File: config.mk
export PLATFORM = sky130hd
export DESIGN_NAME = icache_data_array_flat
export DESIGN_NICKNAME = d
export VERILOG_FILES = /design/src/icache_pkg.sv /design/src/icache_fill_if.sv /design/src/icache_data_array.sv /design/src/flat_wrapper.sv
export SDC_FILE = /design/constraint.sdc
export NUM_CORES = 2
export LEC_CHECK = 0
export BUFFER_PORTS_ARGS = -buffer_cell sky130_fd_sc_hd__buf_4
export CELL_PAD_IN_SITES_DETAIL_PLACEMENT = 1
export CELL_PAD_IN_SITES_GLOBAL_PLACEMENT = 1
export CORE_MARGIN = 3
export CORE_UTILIZATION = 50
export CTS_CLUSTER_DIAMETER = 60
export DETAILED_ROUTE_END_ITERATION = 8
export PLACE_DENSITY = 0.67
export SYNTH_ARGS = -nofsm -noshare
export SYNTH_HDL_FRONTEND = slang
export SYNTH_MEMORY_MAX_BITS = 65536
export SYNTH_SLANG_ARGS = --single-unit
File: constraint.sdc
create_clock -name clk -period 3.85 [get_ports clk]
set_clock_uncertainty 0.15 [all_clocks]
set_input_delay 0.385 -clock clk [delete_from_list [all_inputs] [get_ports clk]]
set_output_delay 0.385 -clock clk [all_outputs]
set_load 0.1 [all_outputs]
File: src/icache_pkg.sv
`default_nettype none

package icache_pkg;

  //////////////////////
  // Datapath
  //////////////////////
  localparam int XLEN        = 32;        // Address and instruction word width

  //////////////////////
  // Cache geometry
  //////////////////////
  localparam int WAYS        = 2;         // Fixed two-way set associative
  localparam int SETS        = 16;
  localparam int IDX_BITS    = 4;         // log2(SETS)
  localparam int BLOCK_WORDS = 4;         // Words per block, also burst length
  localparam int WORD_BITS   = 2;         // log2(BLOCK_WORDS)
  localparam int OFF_LSB     = 2;         // Byte offset inside a word

  // Tag is whatever is left above index and offsets
  localparam int TAG_BITS    = XLEN - IDX_BITS - WORD_BITS - OFF_LSB;

  // Field positions in a fetch address
  localparam int IDX_LSB     = OFF_LSB + WORD_BITS;   // Bits 7..4
  localparam int TAG_LSB     = IDX_LSB + IDX_BITS;    // Bits 31..8

  //////////////////////
  // Refill FSM states
  //////////////////////
  localparam logic [1:0] ST_FLUSH = 2'd0;  // Invalidation sweep
  localparam logic [1:0] ST_ARMED = 2'd1;  // Normal lookups
  localparam logic [1:0] ST_FILL  = 2'd2;  // Block burst in progress

endpackage

`default_nettype wire
File: src/icache_fill_if.sv
`timescale 1ns/1ps
`default_nettype none

// Array write port, refill controller to tag and data arrays
interface icache_fill_if;

  // Data array side, one word per beat
  logic                              data_we;
  logic [icache_pkg::IDX_BITS-1:0]   data_idx;
  logic [icache_pkg::WORD_BITS-1:0]  data_word;
  logic [icache_pkg::XLEN-1:0]       wdata;

  // Tag array side
  logic                              tag_we;    // Also advances FIFO pointer
  logic [icache_pkg::IDX_BITS-1:0]   tag_idx;
  logic [icache_pkg::TAG_BITS-1:0]   tag;
  logic                              inval;     // Clears whole set

  modport ctrl (
    output data_we, data_idx, data_word, wdata,
    output tag_we, tag_idx, tag, inval
  );

  modport array (
    input  data_we, data_idx, data_word, wdata,
    input  tag_we, tag_idx, tag, inval
  );

endinterface

`default_nettype wire

File: src/icache_data_array.sv
`timescale 1ns/1ps
`default_nettype none

module icache_data_array (
  input  wire                                clk,
  input  wire [icache_pkg::IDX_BITS-1:0]     rd_idx,
  input  wire [icache_pkg::WORD_BITS-1:0]    rd_word,
  input  wire [icache_pkg::WAYS-1:0]         hit_way,     // One-hot select
  input  wire                                victim_way,
  icache_fill_if.array                       fill,
  output logic [icache_pkg::XLEN-1:0]        parcel
);

  // Word storage, addressed by {set, word}
  logic [icache_pkg::XLEN-1:0] mem
    [icache_pkg::WAYS][icache_pkg::SETS*icache_pkg::BLOCK_WORDS];
  logic [icache_pkg::XLEN-1:0] rd_data [icache_pkg::WAYS];

  ////////////////////
  // Beat write
  ////////////////////
  always_ff @(posedge clk) begin
    if (fill.data_we) begin
      mem[victim_way][{fill.data_idx, fill.data_word}] <= fill.wdata;
    end
  end

  // Both ways read every cycle
  always_ff @(posedge clk) begin
    for (int w = 0; w < icache_pkg::WAYS; w++) begin
      rd_data[w] <= mem[w][{rd_idx, rd_word}];
    end
  end

  // AND-OR mux, zero when nothing hits
  always_comb begin
    parcel = '0;
    for (int w = 0; w < icache_pkg::WAYS; w++) begin
      parcel = parcel | (rd_data[w] & {icache_pkg::XLEN{hit_way[w]}});
    end
  end

endmodule

`default_nettype wire

File: src/flat_wrapper.sv
// flat-port wrapper written by rule: the top's interface ports become plain ports
module icache_data_array_flat 
  (clk, rd_idx, rd_word, hit_way, victim_way, parcel, fill_data_we, fill_data_idx, fill_data_word, fill_wdata, fill_tag_we, fill_tag_idx, fill_tag, fill_inval);
  icache_fill_if fill_i ();
  input  wire clk;
  input  wire [icache_pkg::IDX_BITS-1:0] rd_idx;
  input  wire [icache_pkg::WORD_BITS-1:0] rd_word;
  input  wire [icache_pkg::WAYS-1:0] hit_way;
  input  wire victim_way;
  output logic [icache_pkg::XLEN-1:0] parcel;
  input wire logic [$bits(fill_i.data_we)-1:0] fill_data_we;
  input wire logic [$bits(fill_i.data_idx)-1:0] fill_data_idx;
  input wire logic [$bits(fill_i.data_word)-1:0] fill_data_word;
  input wire logic [$bits(fill_i.wdata)-1:0] fill_wdata;
  input wire logic [$bits(fill_i.tag_we)-1:0] fill_tag_we;
  input wire logic [$bits(fill_i.tag_idx)-1:0] fill_tag_idx;
  input wire logic [$bits(fill_i.tag)-1:0] fill_tag;
  input wire logic [$bits(fill_i.inval)-1:0] fill_inval;
  assign fill_i.data_we = fill_data_we;
  assign fill_i.data_idx = fill_data_idx;
  assign fill_i.data_word = fill_data_word;
  assign fill_i.wdata = fill_wdata;
  assign fill_i.tag_we = fill_tag_we;
  assign fill_i.tag_idx = fill_tag_idx;
  assign fill_i.tag = fill_tag;
  assign fill_i.inval = fill_inval;
  icache_data_array u_core (.clk(clk), .rd_idx(rd_idx), .rd_word(rd_word), .hit_way(hit_way), .victim_way(victim_way), .fill(fill_i), .parcel(parcel));
endmodule
==> summary.txt <==
Clock tree
  – Clock buffer depth: 4
  – Clock buffers created by TritonCTS: about 420
  – H-tree depth: 5
  – Clock insertion delay at the later pin of the skew report: 910 ps
  – Clock input transition at the sequential cells of the worst setup and hold paths: approximately 60 ps
  – Post-cts gate resize count: 0
  – Number of setup buffers added after CTS: 0
  – Number of clock sinks seen by CTS: ~4.2k
  – CTS tree: yes
  – Root buffer cell: sky130_fd_sc_hd__clkbuf_16

STA
  – Least-Margin Pin Slew: between 1000 and 1500 ps
  – Crit path time final: between 2000 and 3000 ps
  – Unrepaired setup endpoints after global routing: false
  – Final worst-path cycle share: 0.724
  – Worst slew margin: 0.214
  – Final Hold Vio Count: 0
  – Final slew viol count: 0
  – Maximum clock frequency: 359 MHz
  – Setup TNS: 0 ps
  – Number of setup violations in the final report: 0

Global route
  – Overflow left after global routing: 0
  – Total routing resource utilization after global routing: 0.272
  – Wire length of the first global-routing pass: between 600000 and 700000 um
  – Via count of the first global-routing pass: approximately 80k
  – Largest net degree at the start of global routing: 129
  – Antenna violations before repair: 36

Routing
  – Total detailed-routing wirelength: roughly 440000 um
  – Number of vias after detailed routing: between 70k and 80k
  – Routed wirelength normalized by instance count: about 37 um
  – Post-detailed-route DRC marker count: 0
  – Drt initial violations: 10.7k
  – Average via count per standard cell: between 6 and 7
  – Pre-Repair DR Iteration Count: 6
  – Number of antenna-violating nets in the routed design: 0

Worst setup path
  – Setup Crit Path Kind: flop to output pin
  – Worst-path fanout max: 1
  – Critical path data required time: ~3300 ps
  – CP arrival: approximately 2300 ps
  – Critical path launch point type: flop
  – Crit end category: output pin

Finish
  – Final net count: approximately 7.5k
  – Layout Area Growth over Synthesis: 14.6%
  – Commonest cells after routing, fill and taps aside: 4096 x sky130_fd_sc_hd__edfxtp_1, 1024 x sky130_fd_sc_hd__mux4_2, 424 x sky130_fd_sc_hd__clkbuf_16
  – Most frequent standard cell in the layout excluding fill and tap cells: sky130_fd_sc_hd__edfxtp_1
  – Share of post-route cells with drive strength above 1: 0.293
  – Post-route insts no fill: between 10k and 15k

Place
  – Number of cells after detailed placement: about 11k
  – Total half-perimeter wirelength after legalization and detailed placement: 247000 um
  – Final weighted congestion in routability-driven placement: between 0.7 and 0.8
  – Port bufs: 80

Floorplan
  – Die X-Extent: between 500 and 600 um
  – Boundary Pins: around 110
  – Placeable Area: 0.313 mm^2
  – Vertical die dimension: between 500 and 600 um
  – Die Footprint: 0.321 mm^2
  – Initial standard-cell utilization of the core: 0.503
  – Site Rows: about 200

Yosys
  – Post-synthesis instance area: between 0.15 and 0.2 mm^2
  – Count of cell types in the netlist: 34
  – Async S/R FF share, synth: 0
  – Main synth FF type: sky130_fd_sc_hd__edfxtp_1
  – Cells after synthesis: roughly 6.9k
  – Register area share after synthesis: 0.790
  – Yosys synthesis warning count: 0
  – Synthesized Nets: around 7k
  – Synth Area per Inst: around 23 um^2
  – Number of flip-flops and latches in the synthesized netlist: 4160
  – Number of enable flip-flop cells after synthesis: 4096

Power and ir drop
  – Leakage power total: about 56 nW
  – Worst ir drop on vdd: ~0.44 mV
  – Power after layout: 96.1 mW
  – Power per cell area: around 530 mW/mm^2

Run
  – Number of max-capacitance violations reported: 0

Status
  – Result of the run: completed

Min path
  – Class of the worst hold path: primary input to flop
path summary, 6_finish.rpt:
| path | startpoint | depth (start not counted) | slack (ps) | end |
|---|---|---|---|---|
| setup / recovery | u_core.rd_data[0][17] | 2 | 1060 | parcel[17] |
| hold reg to reg | u_core.mem[1][741] | 4 | 680 | u_core.rd_data[0][37] |
| setup reg to reg | u_core.mem[0][1415] | 5 | 1440 | u_core.rd_data[0][7] |
| hold / removal | fill_wdata[16] | 1 | 20 | u_core.mem[1][1328] |
stage by stage:
| step | instance area (um^2) | worst slack [ps] | hold slack, ps | utilization |
|---|---|---|---|---|
| global placement | 166000 | 418 | 653 | 0.532 |
| CTS | 180000 | 1050 | 6.70 | 0.576 |
| finish | 180000 | 1060 | 24.2 | 0.577 |
| detailed placement | 166000 | 334 | 665 | 0.532 |
| floorplan | 157000 | 857 | 334 | - |
| global route | 180000 | 1030 | 30.5 | 0.576 |
power by group:
group / internal [mW] / switching, mW / leakage, nW
combinational: 1.72 / 3.48 / 12.2
sequential: 50.0 / 0.198 / 37.4
clock: 23.7 / 17.0 / 6.66
total: 75.5 / 20.7 / 56.2
cells by family after synthesis:
logic type,Yosys count,synth area share
compound gates,410,0.0189
buf+inv,411,0.0133
flops,4160,0.790
mux,1160,0.155
simple gates,755,0.0227
Yosys cell counts, types with 36 or more instances:
cell / n / area, um^2
sky130_fd_sc_hd__clkbuf_1: 142 / 533
sky130_fd_sc_hd__o221ai_1: 36 / 315
sky130_fd_sc_hd__o22ai_1: 84 / 526
sky130_fd_sc_hd__nand4_1: 87 / 544
sky130_fd_sc_hd__a22oi_1: 128 / 961
sky130_fd_sc_hd__buf_2: 143 / 716
sky130_fd_sc_hd__nand3_1: 181 / 906
sky130_fd_sc_hd__nand2_1: 192 / 721
sky130_fd_sc_hd__nor2_1: 177 / 664
sky130_fd_sc_hd__o21ai_1: 41 / 205
sky130_fd_sc_hd__mux4_2: 1024 / 23100
sky130_fd_sc_hd__buf_4: 73 / 548
sky130_fd_sc_hd__edfxtp_1: 4096 / 123000
sky130_fd_sc_hd__mux2i_1: 132 / 1320
sky130_fd_sc_hd__dfxtp_1: 64 / 1280
final cells by class:
class / count / area [um^2]
Fill cell: 25700 / 132000
Sequential cell: 4160 / 124000
Multi-Input combinational cell: 2325 / 32000
Clock buffer: 521 / 11100
Tap cell: 4140 / 5180
Timing Repair Buffer: 518 / 5080
Clock inverter: 237 / 2510
Inverter: 19 / 71.3
Antenna cell: 9 / 22.5
critical path, cell delays in order, from the launching register on:
cell and delay [ps]:
sky130_fd_sc_hd__dfxtp_1 500, sky130_fd_sc_hd__a22o_1 470, sky130_fd_sc_hd__buf_4 380
layer usage:
metal / up-vias / global-route usage / share of wire
met3: 701 / 0.0357 / 0.073
met4: 2 / 0.0945 / 0.039
met5: - / 0 / 0.000025
met2: 3672 / 0.446 / 0.50
li1: 30500 / - / -
met1: 42500 / 0.382 / 0.39
sequential cells by signal, summed over array words and instances, names as in the netlist:
register,cells
u_core.mem,4096
u_core.rd_data,64
repair_timing:
item                                     CTS  global route
endpoints found under the setup margin     0             0
hold buffers                              26             0
endpoints found under the hold margin   1007             0
Power figures use the tool's default switching activity.
