## config.mk

```make
export PLATFORM = sky130hd
export DESIGN_NAME = icache_refill_ctrl_flat
export DESIGN_NICKNAME = d
export VERILOG_FILES = /design/src/icache_pkg.sv /design/src/icache_fill_if.sv /design/src/icache_refill_ctrl.sv /design/src/flat_wrapper.sv
export SDC_FILE = /design/constraint.sdc
export NUM_CORES = 1
export LEC_CHECK = 0
export BUFFER_PORTS_ARGS = -buffer_cell sky130_fd_sc_hd__buf_2
export CAP_MARGIN = 20
export CORE_MARGIN = 10
export CORE_UTILIZATION = 31
export CTS_CLUSTER_SIZE = 30
export DETAILED_ROUTE_END_ITERATION = 6
export PLACE_DENSITY = 0.87
export SLEW_MARGIN = 20
export SYNTH_ARGS = -nofsm -noshare
export SYNTH_HDL_FRONTEND = slang
export SYNTH_SLANG_ARGS = --single-unit
```

## constraint.sdc

```tcl
create_clock -name clk -period 1.87 [get_ports clk]
set_clock_uncertainty 0.2 [all_clocks]
set_input_delay 0.374 -clock clk [delete_from_list [all_inputs] [get_ports clk]]
set_output_delay 0.374 -clock clk [all_outputs]
set_load 0.03 [all_outputs]
```

## src/icache_pkg.sv

```systemverilog
`default_nettype none

package icache_pkg;

  //////////////////////
  // Datapath
  //////////////////////
  localparam int XLEN        = 32;        // Address and instruction word width

  //////////////////////
  // Cache geometry
  //////////////////////
  localparam int WAYS        = 2;         // Fixed two-way set associative
  localparam int SETS        = 16;
  localparam int IDX_BITS    = 4;         // log2(SETS)
  localparam int BLOCK_WORDS = 4;         // Words per block, also burst length
  localparam int WORD_BITS   = 2;         // log2(BLOCK_WORDS)
  localparam int OFF_LSB     = 2;         // Byte offset inside a word

  // Tag is whatever is left above index and offsets
  localparam int TAG_BITS    = XLEN - IDX_BITS - WORD_BITS - OFF_LSB;

  // Field positions in a fetch address
  localparam int IDX_LSB     = OFF_LSB + WORD_BITS;   // Bits 7..4
  localparam int TAG_LSB     = IDX_LSB + IDX_BITS;    // Bits 31..8

  //////////////////////
  // Refill FSM states
  //////////////////////
  localparam logic [1:0] ST_FLUSH = 2'd0;  // Invalidation sweep
  localparam logic [1:0] ST_ARMED = 2'd1;  // Normal lookups
  localparam logic [1:0] ST_FILL  = 2'd2;  // Block burst in progress

endpackage

`default_nettype wire
```

## src/icache_fill_if.sv

```systemverilog
`timescale 1ns/1ps
`default_nettype none

// Array write port, refill controller to tag and data arrays
interface icache_fill_if;

  // Data array side, one word per beat
  logic                              data_we;
  logic [icache_pkg::IDX_BITS-1:0]   data_idx;
  logic [icache_pkg::WORD_BITS-1:0]  data_word;
  logic [icache_pkg::XLEN-1:0]       wdata;

  // Tag array side
  logic                              tag_we;    // Also advances FIFO pointer
  logic [icache_pkg::IDX_BITS-1:0]   tag_idx;
  logic [icache_pkg::TAG_BITS-1:0]   tag;
  logic                              inval;     // Clears whole set

  modport ctrl (
    output data_we, data_idx, data_word, wdata,
    output tag_we, tag_idx, tag, inval
  );

  modport array (
    input  data_we, data_idx, data_word, wdata,
    input  tag_we, tag_idx, tag, inval
  );

endinterface

`default_nettype wire

```

## src/icache_refill_ctrl.sv

```systemverilog
`timescale 1ns/1ps
`default_nettype none

module icache_refill_ctrl (
  input  wire                                clk,
  input  wire                                rstn,
  input  wire                                flush_req,
  input  wire                                lookup_valid,
  input  wire [icache_pkg::XLEN-1:0]         lookup_pc,
  input  wire [icache_pkg::WAYS-1:0]         hit_way,
  input  wire                                mem_ack,
  input  wire                                mem_rvalid,
  input  wire [icache_pkg::XLEN-1:0]         mem_rdata,
  output logic                               mem_req,
  output logic [icache_pkg::XLEN-1:0]        mem_addr,
  output logic                               busy,
  output logic                               parcel_valid,
  output logic [icache_pkg::XLEN-1:0]        parcel_pc,
  icache_fill_if.ctrl                        fill
);

  logic [1:0]                         state;
  logic [icache_pkg::IDX_BITS-1:0]    sweep_cnt;    // Set being invalidated
  logic [icache_pkg::WORD_BITS-1:0]   beat_cnt;     // Word of the incoming beat
  logic                               flush_pend;   // Flush seen outside ARMED
  logic                               reread;       // Idle cycle after last beat
  logic                               flush_go;
  logic                               miss;
  logic                               beat_we;
  logic                               last_beat;
  logic [icache_pkg::IDX_BITS-1:0]    miss_idx;

  assign miss_idx  = lookup_pc[icache_pkg::IDX_LSB +: icache_pkg::IDX_BITS];
  assign flush_go  = flush_req | flush_pend;
  assign miss      = lookup_valid & ~(|hit_way);
  assign beat_we   = (state == icache_pkg::ST_FILL) & mem_rvalid & ~reread;
  assign last_beat = beat_we & (&beat_cnt);          // Word BLOCK_WORDS-1

  ////////////////////
  // Main FSM
  ////////////////////
  always_ff @(posedge clk or negedge rstn) begin
    if (!rstn) begin
      state <= icache_pkg::ST_FLUSH;                 // Sweep right out of reset
    end else begin
      case (state)
        icache_pkg::ST_FLUSH: if (&sweep_cnt) state <= icache_pkg::ST_ARMED;
        icache_pkg::ST_ARMED: begin
          if (flush_go) begin
            state <= icache_pkg::ST_FLUSH;           // Flush wins over a miss
          end else if (miss) begin
            state <= icache_pkg::ST_FILL;
          end
        end
        icache_pkg::ST_FILL:  if (reread) state <= icache_pkg::ST_ARMED;
        default:              state <= icache_pkg::ST_FLUSH;
      endcase
    end
  end

  // Counters, both wrap back to zero on their own
  always_ff @(posedge clk or negedge rstn) begin
    if (!rstn) begin
      sweep_cnt <= '0;
      beat_cnt  <= '0;
    end else begin
      if (state == icache_pkg::ST_FLUSH) sweep_cnt <= sweep_cnt + 1'b1;
      if (beat_we) beat_cnt <= beat_cnt + 1'b1;
    end
  end

  always_ff @(posedge clk or negedge rstn) begin
    if (!rstn) begin
      flush_pend <= 1'b0;
      reread     <= 1'b0;
      mem_req    <= 1'b0;
    end else begin
      flush_pend <= flush_go & (state != icache_pkg::ST_ARMED);  // Kept until ARMED
      reread     <= last_beat;                       // Arrays re-read held index
      if ((state == icache_pkg::ST_ARMED) & ~flush_go & miss) begin
        mem_req <= 1'b1;                             // High in first FILL cycle
      end else if (mem_ack) begin
        mem_req <= 1'b0;
      end
    end
  end

  // Block aligned, stable while the lookup is held
  assign mem_addr = {lookup_pc[icache_pkg::XLEN-1:icache_pkg::IDX_LSB],
                     {icache_pkg::IDX_LSB{1'b0}}};

  ////////////////////
  // Array writes
  ////////////////////
  assign fill.data_we   = beat_we;
  assign fill.data_idx  = miss_idx;
  assign fill.data_word = beat_cnt;
  assign fill.wdata     = mem_rdata;
  assign fill.tag_we    = last_beat;                 // With the last data word
  assign fill.tag_idx   = (state == icache_pkg::ST_FLUSH) ? sweep_cnt : miss_idx;
  assign fill.tag       = lookup_pc[icache_pkg::TAG_LSB +: icache_pkg::TAG_BITS];
  assign fill.inval     = (state == icache_pkg::ST_FLUSH);

  // CPU side status
  assign busy         = (state != icache_pkg::ST_ARMED);
  assign parcel_valid = lookup_valid & (|hit_way) & (state != icache_pkg::ST_FLUSH);
  assign parcel_pc    = lookup_pc;

endmodule

`default_nettype wire

```

## src/flat_wrapper.sv

```systemverilog
// flat-port wrapper written by rule: the top's interface ports become plain ports
module icache_refill_ctrl_flat 
  (clk, rstn, flush_req, lookup_valid, lookup_pc, hit_way, mem_ack, mem_rvalid, mem_rdata, mem_req, mem_addr, busy, parcel_valid, parcel_pc, fill_data_we, fill_data_idx, fill_data_word, fill_wdata, fill_tag_we, fill_tag_idx, fill_tag, fill_inval);
  icache_fill_if fill_i ();
  input  wire clk;
  input  wire rstn;
  input  wire flush_req;
  input  wire lookup_valid;
  input  wire [icache_pkg::XLEN-1:0] lookup_pc;
  input  wire [icache_pkg::WAYS-1:0] hit_way;
  input  wire mem_ack;
  input  wire mem_rvalid;
  input  wire [icache_pkg::XLEN-1:0] mem_rdata;
  output logic mem_req;
  output logic [icache_pkg::XLEN-1:0] mem_addr;
  output logic busy;
  output logic parcel_valid;
  output logic [icache_pkg::XLEN-1:0] parcel_pc;
  output wire logic [$bits(fill_i.data_we)-1:0] fill_data_we;
  output wire logic [$bits(fill_i.data_idx)-1:0] fill_data_idx;
  output wire logic [$bits(fill_i.data_word)-1:0] fill_data_word;
  output wire logic [$bits(fill_i.wdata)-1:0] fill_wdata;
  output wire logic [$bits(fill_i.tag_we)-1:0] fill_tag_we;
  output wire logic [$bits(fill_i.tag_idx)-1:0] fill_tag_idx;
  output wire logic [$bits(fill_i.tag)-1:0] fill_tag;
  output wire logic [$bits(fill_i.inval)-1:0] fill_inval;
  assign fill_data_we = fill_i.data_we;
  assign fill_data_idx = fill_i.data_idx;
  assign fill_data_word = fill_i.data_word;
  assign fill_wdata = fill_i.wdata;
  assign fill_tag_we = fill_i.tag_we;
  assign fill_tag_idx = fill_i.tag_idx;
  assign fill_tag = fill_i.tag;
  assign fill_inval = fill_i.inval;
  icache_refill_ctrl u_core (.clk(clk), .rstn(rstn), .flush_req(flush_req), .lookup_valid(lookup_valid), .lookup_pc(lookup_pc), .hit_way(hit_way), .mem_ack(mem_ack), .mem_rvalid(mem_rvalid), .mem_rdata(mem_rdata), .mem_req(mem_req), .mem_addr(mem_addr), .busy(busy), .parcel_valid(parcel_valid), .parcel_pc(parcel_pc), .fill(fill_i));
endmodule
```

==> results by group <==
Status
  – Run status: finished with violations
  – Failing checks: negative setup slack

STA
  – Setup_tns: -0.457 ns
  – Fmax: 511 MHz
  – Count of final max-slew check failures: 0
  – Final worst slack: -0.0872 ns
  – Final Hold Vio Count: 0
  – Final setup viols: 7
  – RSZ-0062 raised after global routing: yes
  – Tmin final: 1.96 ns
  – Period utilization: 1.05
  – Hold WS: 0.120 ns

Logic synthesis
  – Register area share after synthesis: 0.187
  – Mapped Avg Cell Area: 8.83 um^2
  – Synth warn: 0
  – #FFs+latches synth: 11
  – Netlist cell types: 25
  – Post-synthesis cell count: 167
  – Mapped Area: 1470 um^2

Finish
  – Commonest non-fill, non-tap cell in the layout: buf_2
  – P&R area growth vs syn: -33.6%
  – Non-Filler Cell Area, Final: 978 um^2
  – Fraction of layout cells with a size suffix above 1: 0.638
  – Final #Nets: 169
  – Non-filler cells, final: 148
  – Antenna diode count: 0
  – Most frequent cells in the layout: buf_2 (29), dfrtp_1 (9), buf_4 (8)
  – Final core utilization: 0.210

Detailed routing
  – Routed WL: 2.48 mm
  – WL per Instance: 16.7 um
  – DRT antenna net count: 0
  – Vias/cell: 4.18
  – Drt first pass iters: 4
  – Via count: 619
  – DRC viols: 0
  – 1st-iter DRT viols: 20

GRT
  – All-Layer GR Usage: 0.0579
  – Total congestion overflow: 0
  – First-pass GRT wire length: 3.51 mm
  – Largest net degree at the start of global routing: 12
  – Busiest layer in global routing: met4
  – Met3 usage: 0.0319
  – M1 GR Usage: 0.0522
  – Number of global-route vias before repair: 683
  – Met2 usage: 0.0771
  – Antenna violations before repair: 0

Critical path
  – CP max FO: 7
  – Flop2flop setup slack: 0.18 ns
  – Crit Path Category: reg2out
  – WP data required: 1.30 ns
  – Worst EP arrival: 1.38 ns
  – CP Launch Type: flip-flop
  – Element type at the critical path end: output port

Clocking
  – Cell chosen for the clock root: clkbuf_8
  – Clk buf depth: 2
  – TritonCTS buffer count: 3
  – Worst-path clk slew: 0.05 ns
  – H-tree lvl count: 1
  – CTS tree: yes
  – Latest clock arrival within the worst-skew pair: 0.24 ns
  – Clk sinks: 11

Place
  – Gpl congestion: 0.677
  – HPWL Detailed: 1.91 mm
  – Placed cell areas: 825 um^2
  – Placed cells: 137
  – Count of input and output buffers: 35
  – Worst slack, placed: 0.0553 ns

Floorplanning
  – Initial Utilization: 0.316
  – Num rows: 25
  – I/O Pins: 208
  – Total core area: 4660 um^2
  – Die area: 7910 um^2
  – Die Wd: 89.0 um
  – Die height: 89.0 um

Power
  – Power per standard cell area: 1220 nW/um^2
  – Leak: 0.482 nW
  – Max IR drop VDD: 371 uV
  – Final Power: 1.19 mW

Run
  – Max-Cap Viols: 0

Hold path
  – Hold Crit Class: in2reg
-- power by group --
group | switching [mW] | internal [mW] | total (mW)
Clock | 0.0950 | 0.150 | 0.245
Sequential | 0.0558 | 0.293 | 0.349
Combinational | 0.313 | 0.286 | 0.599
-- Yosys cell counts, drive strengths merged --
library cell / number / share of area
nor2: 2 / 0.0068
o31ai: 1 / 0.0051
buf: 124 / 0.63
nand3: 1 / 0.0034
conb: 1 / 0.0025
nor3b: 1 / 0.0051
and2: 1 / 0.0051
dfrtp: 11 / 0.19
mux2: 6 / 0.048
o21a: 1 / 0.0051
nand2: 3 / 0.0076
ha: 2 / 0.017
inv: 2 / 0.0051
nand4: 1 / 0.0042
xnor2: 2 / 0.012
a21oi: 1 / 0.0034
nor4b: 2 / 0.022
and4b: 1 / 0.0076
o21ai: 1 / 0.0034
o2bb2ai: 1 / 0.0059
xor2: 2 / 0.012
-- sequential cells by signal, indices dropped and copies added, names as in the netlist --
signal,cells
u_core.sweep_cnt,4
u_core.reread,1
u_core.mem_req,1
u_core.fill.data_word,2
u_core.state,2
u_core.flush_pend,1
-- kinds of logic (layout without fill, tap and decap cells) --
group,Yosys count,in the layout,synth area share
compound gates,5,5,0.0229
simple gates,12,12,0.0620
xor+xnor,4,4,0.0238
flops,11,11,0.187
other cells,1,4,0.00254
buf+inv,126,50,0.637
mux,6,6,0.0484
fa+ha+maj,2,2,0.0170
-- layout make-up --
cell class | instances | area [um^2]
fillers | 500 | 3680
multi-input cells | 33 | 298
repair buffers | 44 | 283
flip-flops and latches | 11 | 278
well taps | 54 | 67.6
clock buffers | 4 | 45.0
inverters | 2 | 7.51
-- metal layers --
metal | vias up | routed length [um]
met5 | - | 0
met4 | 0 | 273
met3 | 44 | 396
met2 | 55 | 1050
met1 | 268 | 759
li1 | 252 | -
-- worst max-delay path, stage by stage (launching register included) --
cell and delay (ns):
dfrtp_2 0.43, nor2_4 0.24, mux2_4 0.33, buf_6 0.14
-- final timing paths --
path,start,to,depth (start not counted)
max,u_core.state[0]$_DFFE_PN0P_,fill_tag_idx[2],3
min,mem_ack,u_core.mem_req$_DFFE_PN0P_,2
max reg2reg,u_core.state[0]$_DFFE_PN0P_,u_core.fill.data_word[1]$_DFFE_PN0P_,5
min reg2reg,u_core.fill.data_word[0]$_DFFE_PN0P_,u_core.fill.data_word[0]$_DFFE_PN0P_,1
max in group asynchronous,rstn,u_core.state[0]$_DFFE_PN0P_,2
min in group asynchronous,rstn,u_core.fill.data_word[1]$_DFFE_PN0P_,2
-- timing repair --
item,in CTS,in global routing
setup buffers,5,1
hold endpoints to repair,11,0
gates resized for setup,17,0
hold buffers,1,0
setup endpoints to repair,7,7
pin swaps,3,1
Note: power is estimated with default switching activity, not from simulation.
