File: src/icache_pkg.sv
`default_nettype none

package icache_pkg;

  //////////////////////
  // Datapath
  //////////////////////
  localparam int XLEN        = 32;        // Address and instruction word width

  //////////////////////
  // Cache geometry
  //////////////////////
  localparam int WAYS        = 2;         // Fixed two-way set associative
  localparam int SETS        = 16;
  localparam int IDX_BITS    = 4;         // log2(SETS)
  localparam int BLOCK_WORDS = 4;         // Words per block, also burst length
  localparam int WORD_BITS   = 2;         // log2(BLOCK_WORDS)
  localparam int OFF_LSB     = 2;         // Byte offset inside a word

  // Tag is whatever is left above index and offsets
  localparam int TAG_BITS    = XLEN - IDX_BITS - WORD_BITS - OFF_LSB;

  // Field positions in a fetch address
  localparam int IDX_LSB     = OFF_LSB + WORD_BITS;   // Bits 7..4
  localparam int TAG_LSB     = IDX_LSB + IDX_BITS;    // Bits 31..8

  //////////////////////
  // Refill FSM states
  //////////////////////
  localparam logic [1:0] ST_FLUSH = 2'd0;  // Invalidation sweep
  localparam logic [1:0] ST_ARMED = 2'd1;  // Normal lookups
  localparam logic [1:0] ST_FILL  = 2'd2;  // Block burst in progress

endpackage

`default_nettype wire
File: src/icache_fetch_stage.sv
`timescale 1ns/1ps
`default_nettype none

module icache_fetch_stage (
  input  wire                                clk,
  input  wire                                rstn,
  input  wire                                fetch_valid,
  input  wire [icache_pkg::XLEN-1:0]         fetch_pc,
  input  wire                                parcel_ready,
  input  wire                                hit,          // Any way hit on held lookup
  input  wire                                busy,         // Flush or fill in progress
  output logic                               fetch_ready,
  output logic                               lookup_valid,
  output logic [icache_pkg::XLEN-1:0]        lookup_pc,
  output logic [icache_pkg::IDX_BITS-1:0]    rd_idx,
  output logic [icache_pkg::WORD_BITS-1:0]   rd_word
);

  logic accept;   // Fetch handshake this cycle
  logic taken;    // Held lookup delivered to CPU

  // Lookup leaves only as a valid parcel, never during flush/fill
  assign taken = lookup_valid & hit & parcel_ready & ~busy;

  // Slot free, or freed on this same edge
  assign fetch_ready = ~busy & (~lookup_valid | (hit & parcel_ready));
  assign accept      = fetch_valid & fetch_ready;

  always_ff @(posedge clk or negedge rstn) begin
    if (!rstn) begin
      lookup_valid <= 1'b0;
    end else if (accept) begin
      lookup_valid <= 1'b1;             // Back to back when taken
    end else if (taken) begin
      lookup_valid <= 1'b0;
    end
  end

  // Held while missing or back-pressured
  always_ff @(posedge clk) begin
    if (accept) begin
      lookup_pc <= fetch_pc;
    end
  end

  // Read the incoming address, else keep re-reading the held one
  always_comb begin
    if (accept) begin
      rd_idx  = fetch_pc[icache_pkg::IDX_LSB +: icache_pkg::IDX_BITS];
      rd_word = fetch_pc[icache_pkg::OFF_LSB +: icache_pkg::WORD_BITS];
    end else begin
      rd_idx  = lookup_pc[icache_pkg::IDX_LSB +: icache_pkg::IDX_BITS];
      rd_word = lookup_pc[icache_pkg::OFF_LSB +: icache_pkg::WORD_BITS];
    end
  end

endmodule

`default_nettype wire

File: config.mk
export PLATFORM = sky130hd
export DESIGN_NAME = icache_fetch_stage
export DESIGN_NICKNAME = d
export VERILOG_FILES = /design/src/icache_pkg.sv /design/src/icache_fetch_stage.sv
export SDC_FILE = /design/constraint.sdc
export NUM_CORES = 1
export LEC_CHECK = 0
export ABC_AREA = 1
export BUFFER_PORTS_ARGS = -buffer_cell sky130_fd_sc_hd__buf_2
export CAP_MARGIN = 20
export CORE_UTILIZATION = 30
export CTS_CLUSTER_DIAMETER = 60
export DETAILED_ROUTE_END_ITERATION = 10
export SLEW_MARGIN = 10
export SYNTH_ARGS = -nofsm -noshare
export SYNTH_HDL_FRONTEND = slang
export SYNTH_SLANG_ARGS = --single-unit
File: constraint.sdc
create_clock -name clk -period 4.1 [get_ports clk]
set_input_delay 0 -clock clk [delete_from_list [all_inputs] [get_ports clk]]
set_output_delay 0 -clock clk [all_outputs]
set_load 0.02 [all_outputs]
==> out/results.tsv, run 1 <==
metric	value	unit
status	finished, final reports clean	
Place WS	2.13	ns
Skew-Pair Late Insertion Delay	0.28	ns
share of layout cells above drive strength 1	48.0	%
largest net degree at the start of global routing	33	
Final setup viols	0	
Avg Cell Area, Syn	18.6	sq um
R2R setup slack	2.57	ns
cells after synthesis	60	
DRT Pass-1 Iters	4	
CP Launch Point	lookup_valid$_DFFE_PN0P_	
Max-Cap Viols	0	
Critical R2R Capture	lookup_pc[10]$_DFFE_PP_	
met3 WL	216	um
slew margin rel.	75.6	%
final net count	216	
CP max FO	25	
Core Area	3440	sq um
die height	63.1	um
Slew Limit Fails	0	
worst-case clock skew	0.00408	ns
cells on worst reg2reg path	4	
# diodes	0	
first-pass GRT wire length	4230	um
top sig layer	met4	
total die area	3980	sq um
Rows	21	
vias in the first global route	984	
RSZ-0062 raised after global routing	false	
Synthesized Nets	98	
drt initial violations	32	
Crit. End Element	register	
Via density	4.22	
Final Routed Wirelength	2770	um
clk sink count	33	
Clock transition at path regs	0.06	ns
WL/cell	12.3	um
Worst Tran Pin Value	0.366	ns
post-CTS sizing	0	
initial antenna violation count	0	
DR vias	950	
Area Growth Syn to Fin	81.1	%
met2 WL	1470	um
Achievable Freq	653	MHz
crit share post-route	37.3	%
Metal-1 WL	1040	um
most frequent cells in the layout	buf_2 (77), dlygate4sd3_1 (33), edfxtp_1 (32), nand2_1 (16), nand4_1 (6)	
leading area contributor after synthesis	edfxtp_1	
Synth area leaders	edfxtp_1 (86%), nand2_1 (5.4%), nand4_1 (3.4%)	
YS warnings	0	
PD cells	403	nW/um^2
Worst Setup Start Kind	register	
Lkg Pwr	0.906	nW
Setup Crit Path Kind	reg -> reg	
Synth top area share	85.9	%
CTS tree	built	
GRT overflow	0	
filler cell count	281	
hold crit path type	in -> async	
die width	63.1	um
Initial Util	32.5	%
sequential area share after synthesis	88.1	%
Final Worst Setup Slack	2.57	ns
Synth cell types	7	
Syn Std Cell Area	1120	sq um
Total GRT Usage	14.3	%
most common cell after layout, fill and taps aside	buf_2	
Period minus WS final	1.53	ns
Num CTS Buffers	5	
global placer's final weighted congestion	0.773	
flops & latches, synth	33	
VDD IR max	268	uV
reg2reg start	lookup_valid$_DFFE_PN0P_	
WP data arrival	1.51	ns
CTS max path bufs	2	
htree depth	2	
setup TNS	0	ns
CP required	4.08	ns
Residual DRC	0	
Fin. Hold Viols	0	
postcts setup bufs	0	
num ports	78	
Root Buffer	clkbuf_8	
Port Buf Inserts	77	
CP endpoint	lookup_pc[10]$_DFFE_PP_	
Final ANT Viol Nets	0	
post-DP HPWL	1740	um
## where the power goes
part	leakage, nW	internal, mW	switching (mW)	total [mW]
logic	0.544	0.0591	0.0736	0.133
clock network	0.0528	0.179	0.106	0.285
registers	0.309	0.394	0.00607	0.400
total	0.906	0.632	0.185	0.817
## metrics by stage
stage	cells	cell area, sq um	power, mW	hold slack (ns)	util (%)
floorplan	60	1120	0.464	-0.296	-
global placement	183	1560	0.510	-0.224	45.4
detailed placement	183	1560	0.512	-0.222	45.4
CTS	224	2000	0.819	0.0196	58.1
global route	225	2030	0.848	0.0301	58.9
finish	225	2030	0.817	0.0225	58.9
## synthesized netlist by cell type
cell type,count
dfrtp_1,1
edfxtp_1,32
inv_1,3
nand2_1,16
nand2_2,1
nand3_4,1
nand4_1,6
## how the worst min path moves through the flow
stage / cells after the start / from / endpoint / slack [ns]
2_1_floorplan: 0 / rstn / lookup_valid$_DFFE_PN0P_ / -0.30
3_3_place_gp: 1 / rstn / lookup_valid$_DFFE_PN0P_ / -0.22
3_5_place_dp: 1 / rstn / lookup_valid$_DFFE_PN0P_ / -0.22
4_1_cts: 2 / rstn / lookup_valid$_DFFE_PN0P_ / 0.02
5_1_grt: 2 / rstn / lookup_valid$_DFFE_PN0P_ / 0.03
6_report: 2 / rstn / lookup_valid$_DFFE_PN0P_ / 0.02
## critical path, cell delays in order, from the launching register on
cell and delay (ns):
dfrtp_1 0.40, nand2_2 0.17, nand3_4 0.13, inv_1 0.31
buf_16 0.22
## final cells by class
cell class / count / area [sq um] / area share (%)
clock inverters: 2 / 33.8 / 1.67
repair buffers: 111 / 743 / 36.7
clock buffers: 6 / 72.6 / 3.58
flip-flops and latches: 33 / 986 / 48.7
inverters: 3 / 11.3 / 0.556
multi-input cells: 24 / 121 / 5.99
well taps: 46 / 57.6 / 2.84
## registers in the layout (all words and copies together), names as in the netlist
name and cells:
lookup_valid 1, lookup_pc 32
## kinds of logic (layout without fill, tap and decap cells)
logic type    count (synthesis)  in the layout  share of synthesized area (%)
buf+inv                       3            122                           1.01
flops                        33             33                           88.1
simple gates                 24             24                           10.9
## metal layers
layer,track usage (%),up-vias
met5,0,-
met4,8.43,0
met3,5.07,5
met2,25.5,46
met1,14.1,439
li1,-,460
## what timing repair did
item	CTS	global route
setup endpoints to repair	0	0
hold buffers	33	0
hold endpoints to repair	33	0
No activity file was read; power rests on OpenSTA's default activity.
==> inputs of run 2 (changes only) <==
==> constraint.sdc (replaced) <==
create_clock -name clk -period 1.55 [get_ports clk]
set_input_delay 0 -clock clk [delete_from_list [all_inputs] [get_ports clk]]
set_output_delay 0 -clock clk [all_outputs]
set_load 0.02 [all_outputs]
==> run 2 against run 1 <==
- via count is 2.2% lower
- die area stayed put
- utilization is 0.91 points lower
- largest power group unchanged
==> out/results.tsv, run 2 (same netlist as run 1, synthesis figures left out) <==
metric	value	unit	change
status	finished, final reports clean		unchanged
Area Growth Syn to Fin	78.3	%	was 81.1%
Port Buf Inserts	77		unchanged
Skew-Pair Late Insertion Delay	0.27	ns	was 0.28 ns
Initial Util	32.5	%	unchanged
Finished Cell Area	1990	sq um	was 2030 sq um
Final Routed Wirelength	2730	um	was 2770 um
final net count	217		was 216
Root Buffer	clkbuf_8		unchanged
total die area	3980	sq um	unchanged
Setup Crit Path Kind	reg -> reg		unchanged
most frequent cells in the layout	buf_2 (77), dlygate4sd3_1 (33), edfxtp_1 (32), nand2_1 (16), nand4_1 (6)		unchanged
htree depth	2		unchanged
Max-Cap Viols	0		unchanged
# diodes	0		unchanged
setup TNS	0	ns	unchanged
max FFs per register	32		unchanged
share of layout cells above drive strength 1	50.0	%	was 48.0%
vias in the first global route	966		was 984
slowest cell delay on critical path	0.41	ns	was 0.40 ns
Crit. End Element	register		unchanged
CP required	1.51	ns	was 4.08 ns
crit share post-route	89.1	%	was 37.3%
post-DP HPWL	1820	um	was 1740 um
largest net degree at the start of global routing	19		was 33
Rows	21		unchanged
Num CTS Buffers	5		unchanged
initial antenna violation count	0		unchanged
WP data arrival	1.35	ns	was 1.51 ns
Worst Setup Start Kind	register		unchanged
most common cell after layout, fill and taps aside	buf_2		unchanged
DR vias	929		was 950
filler cell count	282		was 281
die width	63.1	um	unchanged
Worst Tran Pin Value	0.286	ns	was 0.366 ns
RSZ-0062 raised after global routing	false		unchanged
crit-path leading delay family	flip-flops		was buffers and inverters
WL/cell	12.1	um	was 12.3 um
clk sink count	33		unchanged
postcts setup bufs	0		unchanged
num ports	78		unchanged
DRT Pass-1 Iters	3		was 4
DP Area	1580	sq um	was 1560 sq um
Fin. Hold Viols	0		unchanged
slew margin rel.	80.9	%	was 75.6%
Largest Register	lookup_pc		unchanged
CTS tree	built		unchanged
Slew Limit Fails	0		unchanged
CTS max path bufs	2		unchanged
Achievable Freq	724	MHz	was 653 MHz
Period minus WS final	1.38	ns	was 1.53 ns
Clock transition at path regs	0.06	ns	about the same
Final ANT Viol Nets	0		unchanged
Final setup viols	0		unchanged
Residual DRC	0		unchanged
PD cells	1000	nW/um^2	was 403 nW/um^2
die height	63.1	um	unchanged
GRT overflow	0		unchanged
CP max stage cell	dfrtp_2		was dfrtp_1
Largest regs	lookup_pc (32), lookup_valid (1)		unchanged
critical-path cell list	nand2_2 -> nand3_4 -> clkinvlp_4 -> buf_4		was nand2_2 -> nand3_4 -> inv_1 -> buf_16
Core Area	3440	sq um	unchanged
CP bufs+invs	2		unchanged
Via density	4.11		was 4.22
global placer's final weighted congestion	0.855		was 0.773
Lkg Pwr	0.887	nW	was 0.906 nW
Total GRT Usage	14.0	%	was 14.3%
hold crit path type	in -> async		unchanged
VDD IR max	657	uV	was 268 uV
drt initial violations	31		was 32
first-pass GRT wire length	4080	um	was 4230 um
worst-case clock skew	0.00326	ns	was 0.00408 ns
CP max FO	18		was 25
[run 2: cell count changes in the layout (fill, tap and decap cells not counted), sizes merged]
cell / change
clkinvlp: +1
clkinv: +1
inv: -1
bufinv: -1
buf: +1
[run 2: timing repair]
| action | in CTS | in global routing |
|---|---|---|
| hold buffers | 33 | 0 |
| endpoints found under the hold margin | 33 | 0 |
| resized for setup | 0 | 0 |
[run 2: worst register-to-register path: stages (launching register included)]
cell	delay (ns)
dfrtp_2	0.41
nand2_2	0.17
nand3_4	0.15
clkinvlp_4	0.10
buf_4	0.24
[run 2: area by class of cell]
type                    count  area, sq um  area share (%)
clock buffers               6         72.6            3.64
repair buffers            112          731            36.6
clock inverters             2         10.0           0.502
multi-input cells          24          121            6.09
inverters                   3         15.0           0.753
flip-flops and latches     33          987            49.5
well taps                  46         57.6            2.89
[run 2: worst paths after layout]
kind,from,end,slack [ns],cells past startpoint
worst max-delay path,lookup_valid$_DFFE_PN0P_,lookup_pc[7]$_DFFE_PP_,0.17,4
worst min-delay path,rstn,lookup_valid$_DFFE_PN0P_,0.03,2
worst max register to register,lookup_valid$_DFFE_PN0P_,lookup_pc[7]$_DFFE_PP_,0.17,4
worst min register to register,lookup_valid$_DFFE_PN0P_,lookup_valid$_DFFE_PN0P_,0.50,2
max in group asynchronous,rstn,lookup_valid$_DFFE_PN0P_,1.42,2
min in group clk,fetch_valid,lookup_valid$_DFFE_PN0P_,0.12,3
[run 2: stage by stage]
| stage | utilization, % | setup WS [ns] | hold WS [ns] | power (mW) | cells |
|---|---|---|---|---|---|
| final | 57.9 | 0.169 | 0.0322 | 2.00 | 226 |
| after global placement | 45.9 | 0.213 | -0.224 | 1.36 | 185 |
| after global routing | 57.9 | 0.0770 | 0.0362 | 2.08 | 226 |
| after detailed placement | 45.9 | 0.174 | -0.225 | 1.36 | 185 |
| after floorplan | - | 0.0492 | -0.296 | 1.23 | 60 |
| after CTS | 57.9 | 0.149 | 0.0258 | 2.02 | 226 |
[run 2: per-layer routing]
layer  vias to the layer above  part of all wire, %  global-route usage (%)
met5                         -                    0                       0
met4                         0                 0.99                    4.36
met3                         5                  5.7                    6.16
met2                        38                   53                    24.6
met1                       427                   40                    14.9
li1                        459                    -                       -
[run 2: where the power goes]
group	switching [mW]	internal (mW)	leakage [nW]	total, mW
registers	0.0168	1.04	0.308	1.06
clock network	0.284	0.310	0.0450	0.594
logic	0.195	0.151	0.534	0.346
total	0.495	1.50	0.887	2.00
