File: src/icache_pkg.sv
`default_nettype none

package icache_pkg;

  //////////////////////
  // Datapath
  //////////////////////
  localparam int XLEN        = 32;        // Address and instruction word width

  //////////////////////
  // Cache geometry
  //////////////////////
  localparam int WAYS        = 2;         // Fixed two-way set associative
  localparam int SETS        = 16;
  localparam int IDX_BITS    = 4;         // log2(SETS)
  localparam int BLOCK_WORDS = 4;         // Words per block, also burst length
  localparam int WORD_BITS   = 2;         // log2(BLOCK_WORDS)
  localparam int OFF_LSB     = 2;         // Byte offset inside a word

  // Tag is whatever is left above index and offsets
  localparam int TAG_BITS    = XLEN - IDX_BITS - WORD_BITS - OFF_LSB;

  // Field positions in a fetch address
  localparam int IDX_LSB     = OFF_LSB + WORD_BITS;   // Bits 7..4
  localparam int TAG_LSB     = IDX_LSB + IDX_BITS;    // Bits 31..8

  //////////////////////
  // Refill FSM states
  //////////////////////
  localparam logic [1:0] ST_FLUSH = 2'd0;  // Invalidation sweep
  localparam logic [1:0] ST_ARMED = 2'd1;  // Normal lookups
  localparam logic [1:0] ST_FILL  = 2'd2;  // Block burst in progress

endpackage

`default_nettype wire
File: src/icache_fill_if.sv
`timescale 1ns/1ps
`default_nettype none

// Array write port, refill controller to tag and data arrays
interface icache_fill_if;

  // Data array side, one word per beat
  logic                              data_we;
  logic [icache_pkg::IDX_BITS-1:0]   data_idx;
  logic [icache_pkg::WORD_BITS-1:0]  data_word;
  logic [icache_pkg::XLEN-1:0]       wdata;

  // Tag array side
  logic                              tag_we;    // Also advances FIFO pointer
  logic [icache_pkg::IDX_BITS-1:0]   tag_idx;
  logic [icache_pkg::TAG_BITS-1:0]   tag;
  logic                              inval;     // Clears whole set

  modport ctrl (
    output data_we, data_idx, data_word, wdata,
    output tag_we, tag_idx, tag, inval
  );

  modport array (
    input  data_we, data_idx, data_word, wdata,
    input  tag_we, tag_idx, tag, inval
  );

endinterface

`default_nettype wire

File: src/icache_tag_array.sv
`timescale 1ns/1ps
`default_nettype none

module icache_tag_array (
  input  wire                                clk,
  input  wire                                rstn,
  input  wire [icache_pkg::IDX_BITS-1:0]     rd_idx,
  input  wire [icache_pkg::XLEN-1:0]         lookup_pc,
  icache_fill_if.array                       fill,
  output logic [icache_pkg::WAYS-1:0]        hit_way,
  output logic                               victim_way
);

  // Storage, tags carry no reset
  logic [icache_pkg::TAG_BITS-1:0] tag_mem [icache_pkg::WAYS][icache_pkg::SETS];
  logic [icache_pkg::SETS-1:0]     valid_q [icache_pkg::WAYS];
  logic [icache_pkg::SETS-1:0]     fifo_ptr;           // Next way to replace, per set

  // Read port registers
  logic [icache_pkg::TAG_BITS-1:0] rd_tag  [icache_pkg::WAYS];
  logic [icache_pkg::WAYS-1:0]     rd_valid;
  logic                            inval_rd;           // Sweep hits the set being read
  logic [icache_pkg::TAG_BITS-1:0] pc_tag;

  assign pc_tag     = lookup_pc[icache_pkg::TAG_LSB +: icache_pkg::TAG_BITS];
  assign victim_way = fifo_ptr[fill.tag_idx];          // Stable for a whole fill
  assign inval_rd   = fill.inval & (fill.tag_idx == rd_idx);

  ////////////////////
  // Valid bits and FIFO pointers
  ////////////////////
  always_ff @(posedge clk or negedge rstn) begin
    if (!rstn) begin
      for (int w = 0; w < icache_pkg::WAYS; w++) begin
        valid_q[w] <= '0;
      end
      fifo_ptr <= '0;
    end else if (fill.inval) begin
      for (int w = 0; w < icache_pkg::WAYS; w++) begin
        valid_q[w][fill.tag_idx] <= 1'b0;
      end
      fifo_ptr[fill.tag_idx] <= 1'b0;                  // Refill starts at way 0
    end else if (fill.tag_we) begin
      valid_q[victim_way][fill.tag_idx] <= 1'b1;
      fifo_ptr[fill.tag_idx]            <= ~victim_way; // Round robin of two
    end
  end

  ////////////////////
  // Tag storage
  ////////////////////
  always_ff @(posedge clk) begin
    if (fill.tag_we) begin
      tag_mem[victim_way][fill.tag_idx] <= fill.tag;
    end
  end

  // Synchronous read, tag part
  always_ff @(posedge clk) begin
    for (int w = 0; w < icache_pkg::WAYS; w++) begin
      rd_tag[w] <= tag_mem[w][rd_idx];
    end
  end

  // Valid read is write-first for invalidation, so the last swept set
  // cannot show a stale hit right after a flush
  always_ff @(posedge clk or negedge rstn) begin
    if (!rstn) begin
      rd_valid <= '0;
    end else begin
      for (int w = 0; w < icache_pkg::WAYS; w++) begin
        rd_valid[w] <= valid_q[w][rd_idx] & ~inval_rd;
      end
    end
  end

  // Compare both ways against the held lookup
  always_comb begin
    for (int w = 0; w < icache_pkg::WAYS; w++) begin
      hit_way[w] = rd_valid[w] & (rd_tag[w] == pc_tag);
    end
  end

endmodule

`default_nettype wire

File: src/flat_wrapper.sv
// flat-port wrapper written by rule: the top's interface ports become plain ports
module icache_tag_array_flat 
  (clk, rstn, rd_idx, lookup_pc, hit_way, victim_way, fill_data_we, fill_data_idx, fill_data_word, fill_wdata, fill_tag_we, fill_tag_idx, fill_tag, fill_inval);
  icache_fill_if fill_i ();
  input  wire clk;
  input  wire rstn;
  input  wire [icache_pkg::IDX_BITS-1:0] rd_idx;
  input  wire [icache_pkg::XLEN-1:0] lookup_pc;
  output logic [icache_pkg::WAYS-1:0] hit_way;
  output logic victim_way;
  input wire logic [$bits(fill_i.data_we)-1:0] fill_data_we;
  input wire logic [$bits(fill_i.data_idx)-1:0] fill_data_idx;
  input wire logic [$bits(fill_i.data_word)-1:0] fill_data_word;
  input wire logic [$bits(fill_i.wdata)-1:0] fill_wdata;
  input wire logic [$bits(fill_i.tag_we)-1:0] fill_tag_we;
  input wire logic [$bits(fill_i.tag_idx)-1:0] fill_tag_idx;
  input wire logic [$bits(fill_i.tag)-1:0] fill_tag;
  input wire logic [$bits(fill_i.inval)-1:0] fill_inval;
  assign fill_i.data_we = fill_data_we;
  assign fill_i.data_idx = fill_data_idx;
  assign fill_i.data_word = fill_data_word;
  assign fill_i.wdata = fill_wdata;
  assign fill_i.tag_we = fill_tag_we;
  assign fill_i.tag_idx = fill_tag_idx;
  assign fill_i.tag = fill_tag;
  assign fill_i.inval = fill_inval;
  icache_tag_array u_core (.clk(clk), .rstn(rstn), .rd_idx(rd_idx), .lookup_pc(lookup_pc), .fill(fill_i), .hit_way(hit_way), .victim_way(victim_way));
endmodule
File: config.mk
export PLATFORM = sky130hd
export DESIGN_NAME = icache_tag_array_flat
export DESIGN_NICKNAME = d
export VERILOG_FILES = /design/src/icache_pkg.sv /design/src/icache_fill_if.sv /design/src/icache_tag_array.sv /design/src/flat_wrapper.sv
export SDC_FILE = /design/constraint.sdc
export NUM_CORES = 1
export LEC_CHECK = 0
export ABC_AREA = 1
export ABC_CLOCK_PERIOD_IN_PS = 3100
export BUFFER_PORTS_ARGS = -buffer_cell sky130_fd_sc_hd__buf_2
export CORE_MARGIN = 2
export CORE_UTILIZATION = 47
export DETAILED_ROUTE_END_ITERATION = 10
export PLACE_DENSITY = 0.71
export SLEW_MARGIN = 40
export SYNTH_ARGS = -nofsm -noshare
export SYNTH_HDL_FRONTEND = slang
export SYNTH_SLANG_ARGS = --single-unit
File: constraint.sdc
create_clock -name clk -period 3.1 [get_ports clk]
set_clock_uncertainty 0.05 [all_clocks]
set_input_delay 0.465 -clock clk [delete_from_list [all_inputs] [get_ports clk]]
set_output_delay 0.465 -clock clk [all_outputs]
set_load 0.005 [all_outputs]
==> impl_results.rst <==
.. list-table::
   :header-rows: 1

   * - Metric
     - Value
   * - Global Route met1 Usage
     - 32.3%
   * - Number of max-slew violations in the final report
     - 0
   * - Fraction of final layout cells sized beyond drive strength 1
     - 10.9%
   * - GP Congestion
     - 0.903
   * - Drt wl/cell
     - 23.8 µm
   * - Synth top area share
     - 67.6%
   * - Top-Level Pins
     - 110
   * - Endpoints failing hold
     - 0
   * - Sequential fraction of design power
     - 51.8%
   * - Clock tree from TritonCTS
     - built
   * - Cell area after technology mapping
     - 34100 µm²
   * - Top cells by instance count after synthesis
     - sky130_fd_sc_hd__edfxtp_1, sky130_fd_sc_hd__nor2_1, sky130_fd_sc_hd__o21ai_0
   * - Number of detailed-route iterations in the first pass
     - 6
   * - Count of instances resized after the clock tree is built
     - 0
   * - Count of max-cap constraint violations
     - 0
   * - VDD IR max
     - 0.420 mV
   * - Total power divided by cell area
     - 653 nW/µm²
   * - Setup slack on the worst flop-to-flop path
     - 770 ps
   * - Vias after detailed routing
     - 22.6k
   * - Initial DRC Count
     - 2928
   * - Fraction of registers with async set or reset after synthesis
     - 5.77%
   * - Post-route antenna net violation count
     - 0
   * - FMAX
     - 0.357 GHz
   * - Clk Latency, worst-skew pair
     - 650 ps
   * - Clock group share of total power
     - 41.7%
   * - Placed Cells
     - 3558
   * - Crit path cell chain
     - or2_2 -> a221oi_1 -> nand3_1 -> nor2_1 -> buf_2
   * - CTS sink count
     - 866
   * - Switching power share of the total
     - 22.4%
   * - Worst-case reg-to-reg path depth
     - 11
   * - WHS Path Cells
     - 3
   * - Crit path time final
     - 2800 ps
   * - DRC errors left
     - 0
   * - Worst slew slack as a fraction of its limit
     - 44.9%
   * - Part of the Yosys area used for sequential elements
     - 74.1%
   * - Worst flop-to-flop path startpoint
     - u_core.fifo_ptr[15]
   * - Worst min-delay path class
     - input port to flop
   * - Slew of the pin with the lowest slew margin
     - 821 ps
   * - Vias in the first global route
     - 22.2k
   * - Core Region
     - 71600 µm²
   * - Row count
     - 98
   * - Synth Area per Inst
     - 12.8 µm²
   * - Synthesis warning total
     - 0
   * - M3 GR Usage
     - 4.54%
   * - Data arrival time of the critical path
     - 2290 ps
   * - Internal portion of total power
     - 0.0197 W
   * - Gr usage total
     - 23.6%
   * - Number of distinct library cells after synthesis
     - 37
   * - Setup crit end kind
     - primary output
   * - Crit Path Max Fanout
     - 2
   * - Top cell family by delay on the critical path
     - simple AND/OR/NAND/NOR gates
   * - HPWL reported at the end of detailed placement
     - 50600 µm
   * - Die Outline Area
     - 74700 µm²
   * - Clock slew at the register clock pins of the worst setup and hold paths
     - 60 ps
   * - Cells after Synth
     - 2657
   * - Instance count on the critical path
     - 5
   * - Clock buffers created by TritonCTS
     - 86
   * - Horizontal die dimension
     - 273 µm
   * - Cell taking the most area after synthesis
     - sky130_fd_sc_hd__edfxtp_1
   * - Number of register bits inferred by synthesis
     - 866
   * - I/O Buffers
     - 62
   * - Share of total power in combinational logic
     - 6.5%
   * - Cell with the biggest individual delay on the critical path
     - sky130_fd_sc_hd__a221oi_1
   * - Number of nets in the layout
     - 2804
   * - CTS H-tree depth
     - 3
   * - Origin of the worst setup path
     - u_core.rd_tag[0][14]
   * - Unrepaired setup endpoints after global routing
     - no
   * - Antenna violations before repair
     - 6
   * - Worst EP required
     - 2580 ps
   * - Final standard cell count with taps included and fillers excluded
     - 3723
   * - Final-layout setup total negative slack
     - 0 ps
   * - Met2 capacity usage during global routing
     - 37.7%
   * - Number of buffers on the longest clock path
     - 3
   * - Critical path destination
     - hit_way[0]
   * - Most used standard cell by instance count after synthesis
     - sky130_fd_sc_hd__edfxtp_1
   * - Chip height
     - 273 µm
   * - Worst path max stage delay
     - 360 ps
   * - Ranking of synthesized cells by area
     - sky130_fd_sc_hd__edfxtp_1, sky130_fd_sc_hd__o21ai_0, sky130_fd_sc_hd__nor2_1
   * - Worst r2r dst
     - u_core.tag_mem[1][334]
   * - Final wirelength
     - 88800 µm
   * - Part of the cycle the worst path needs
     - 90.3%
   * - EDFF count, synth
     - 768
   * - Effective utilization at floorplan
     - 47.6%
   * - Reported net switching power
     - 0.00569 W
   * - Global-route wire length before repair
     - 133000 µm
   * - GRT overflow
     - 0
   * - Post-Syn Nets
     - 2764
   * - Buf+Inv Stages, Crit Path
     - 1
   * - Setup-failing EPs final
     - 0
   * - Status
     - finished, final reports clean
   * - Largest net degree at the start of global routing
     - 138
   * - Primary flip-flop cell chosen by synthesis mapping
     - sky130_fd_sc_hd__edfxtp_1
   * - DR vias/cell
     - 6.07
   * - Syn-to-layout area delta
     - 14.0%
   * - Type of the worst setup path
     - flop to primary output
   * - Clk root buf
     - sky130_fd_sc_hd__clkbuf_16
   * - Startpoint class of the critical path
     - flop
   * - Leakage power
     - 13.0 nW
   * - Layer with the highest usage
     - met2
## cell usage in the layout (no fill, tap or decap), drive strengths merged
master       synthesis  routed
a211oi               1       1
a22o                 3       3
o221ai             161     161
xor2                 7       7
clkinv               3      34
bufinv               0      10
clkbuf             121     114
nor3                 3       3
xnor2                7       7
nand4                3       3
a31oi                7       7
and3                 1       1
o22ai               43      43
dfxtp               48      48
dlygate4sd3          0       1
a21oi               34      34
nor4                 3       3
nor2               476     476
nand2              185     185
a21boi               2       2
clkinvlp             0       3
o21ai              434     434
inv                100     104
dfrtp               50      50
o211ai              31      31
or2                  4       4
edfxtp             768     768
diode                0       2
buf                 59     131
a221oi               2       2
a22oi                7       7
nand3               94      94
## flip-flops by register name, summed over array words and instances, names as in the netlist
name	count
u_core.valid_q	32
u_core.fifo_ptr	16
u_core.tag_mem	768
u_core.rd_tag	48
u_core.rd_valid	2
## repair_timing
| action | 4_1_cts | 5_1_grt |
|---|---|---|
| hold endpoints to repair | 50 | 0 |
| hold buffers | 1 | 0 |
| setup buffers | 0 | 0 |
| setup endpoints to repair | 0 | 0 |
## worst min path at each step
stage                       startpoint                   to  slack (ps)
finish                       rd_idx[2]  u_core.rd_tag[0][9]         170
floorplan                         rstn   u_core.fifo_ptr[0]         120
global route                 rd_idx[2]  u_core.rd_tag[0][9]         160
global placement    u_core.valid_q[31]   u_core.valid_q[31]         430
CTS                          rd_idx[2]  u_core.rd_tag[0][9]         140
detailed placement  u_core.valid_q[19]   u_core.valid_q[19]         440
## cells by family after synthesis
group           after synthesis  share of synthesized area, %
compound gates              725                          13.0
simple gates                769                          9.14
flops                       866                          74.1
buf+inv                     283                          3.42
xor+xnor                     14                         0.360
## power groups by stage
stage	sequential [W]	combinational, W	clock [W]
floorplan	0.0133	0.000963	0
global placement	0.0134	0.00156	0
detailed placement	0.0134	0.00162	0
CTS	0.0131	0.00163	0.0107
global route	0.0132	0.00181	0.0111
finish	0.0131	0.00165	0.0106
## stage by stage
stage                     util, %  worst slack, ps  cell area (µm²)  power [W]  hold slack [ps]
after global placement       50.1              282            35900     0.0149              432
after floorplan                 -              389            34100     0.0143              119
after detailed placement     50.2              337            36000     0.0150              440
final                        54.3              300            38900     0.0254              167
after global routing         54.3              210            38900     0.0261              165
after CTS                    54.3              323            38900     0.0255              139
## worst register-to-register path, stage by stage (launching register included)
cell	delay (ps)
sky130_fd_sc_hd__dfrtp_1	390
sky130_fd_sc_hd__nand2_1	70
sky130_fd_sc_hd__nand2_1	80
sky130_fd_sc_hd__nand2_1	40
sky130_fd_sc_hd__nand2_1	60
sky130_fd_sc_hd__nand2_1	60
sky130_fd_sc_hd__nand2_2	110
sky130_fd_sc_hd__inv_2	50
sky130_fd_sc_hd__nand2_4	470
sky130_fd_sc_hd__nand2_1	210
sky130_fd_sc_hd__inv_1	140
sky130_fd_sc_hd__buf_12	210
## metal layers
metal / share of wire (%) / vias up
li1: - / 9919
met1: 40 / 11200
met2: 47 / 1230
met3: 9.5 / 205
met4: 3.2 / 0
met5: 0 / -
## cell type report
class                      count  area (µm²)
antenna                        2        5.00
sequential                   866       25300
clock buffer                 114        2350
fill                        5683       32700
tap                          950        1190
timing repair buffer         132        1330
inverter                     103         397
multi-input combinational   1508        7770
clock inverter                48         562
(Power assumes the default switching activity.)
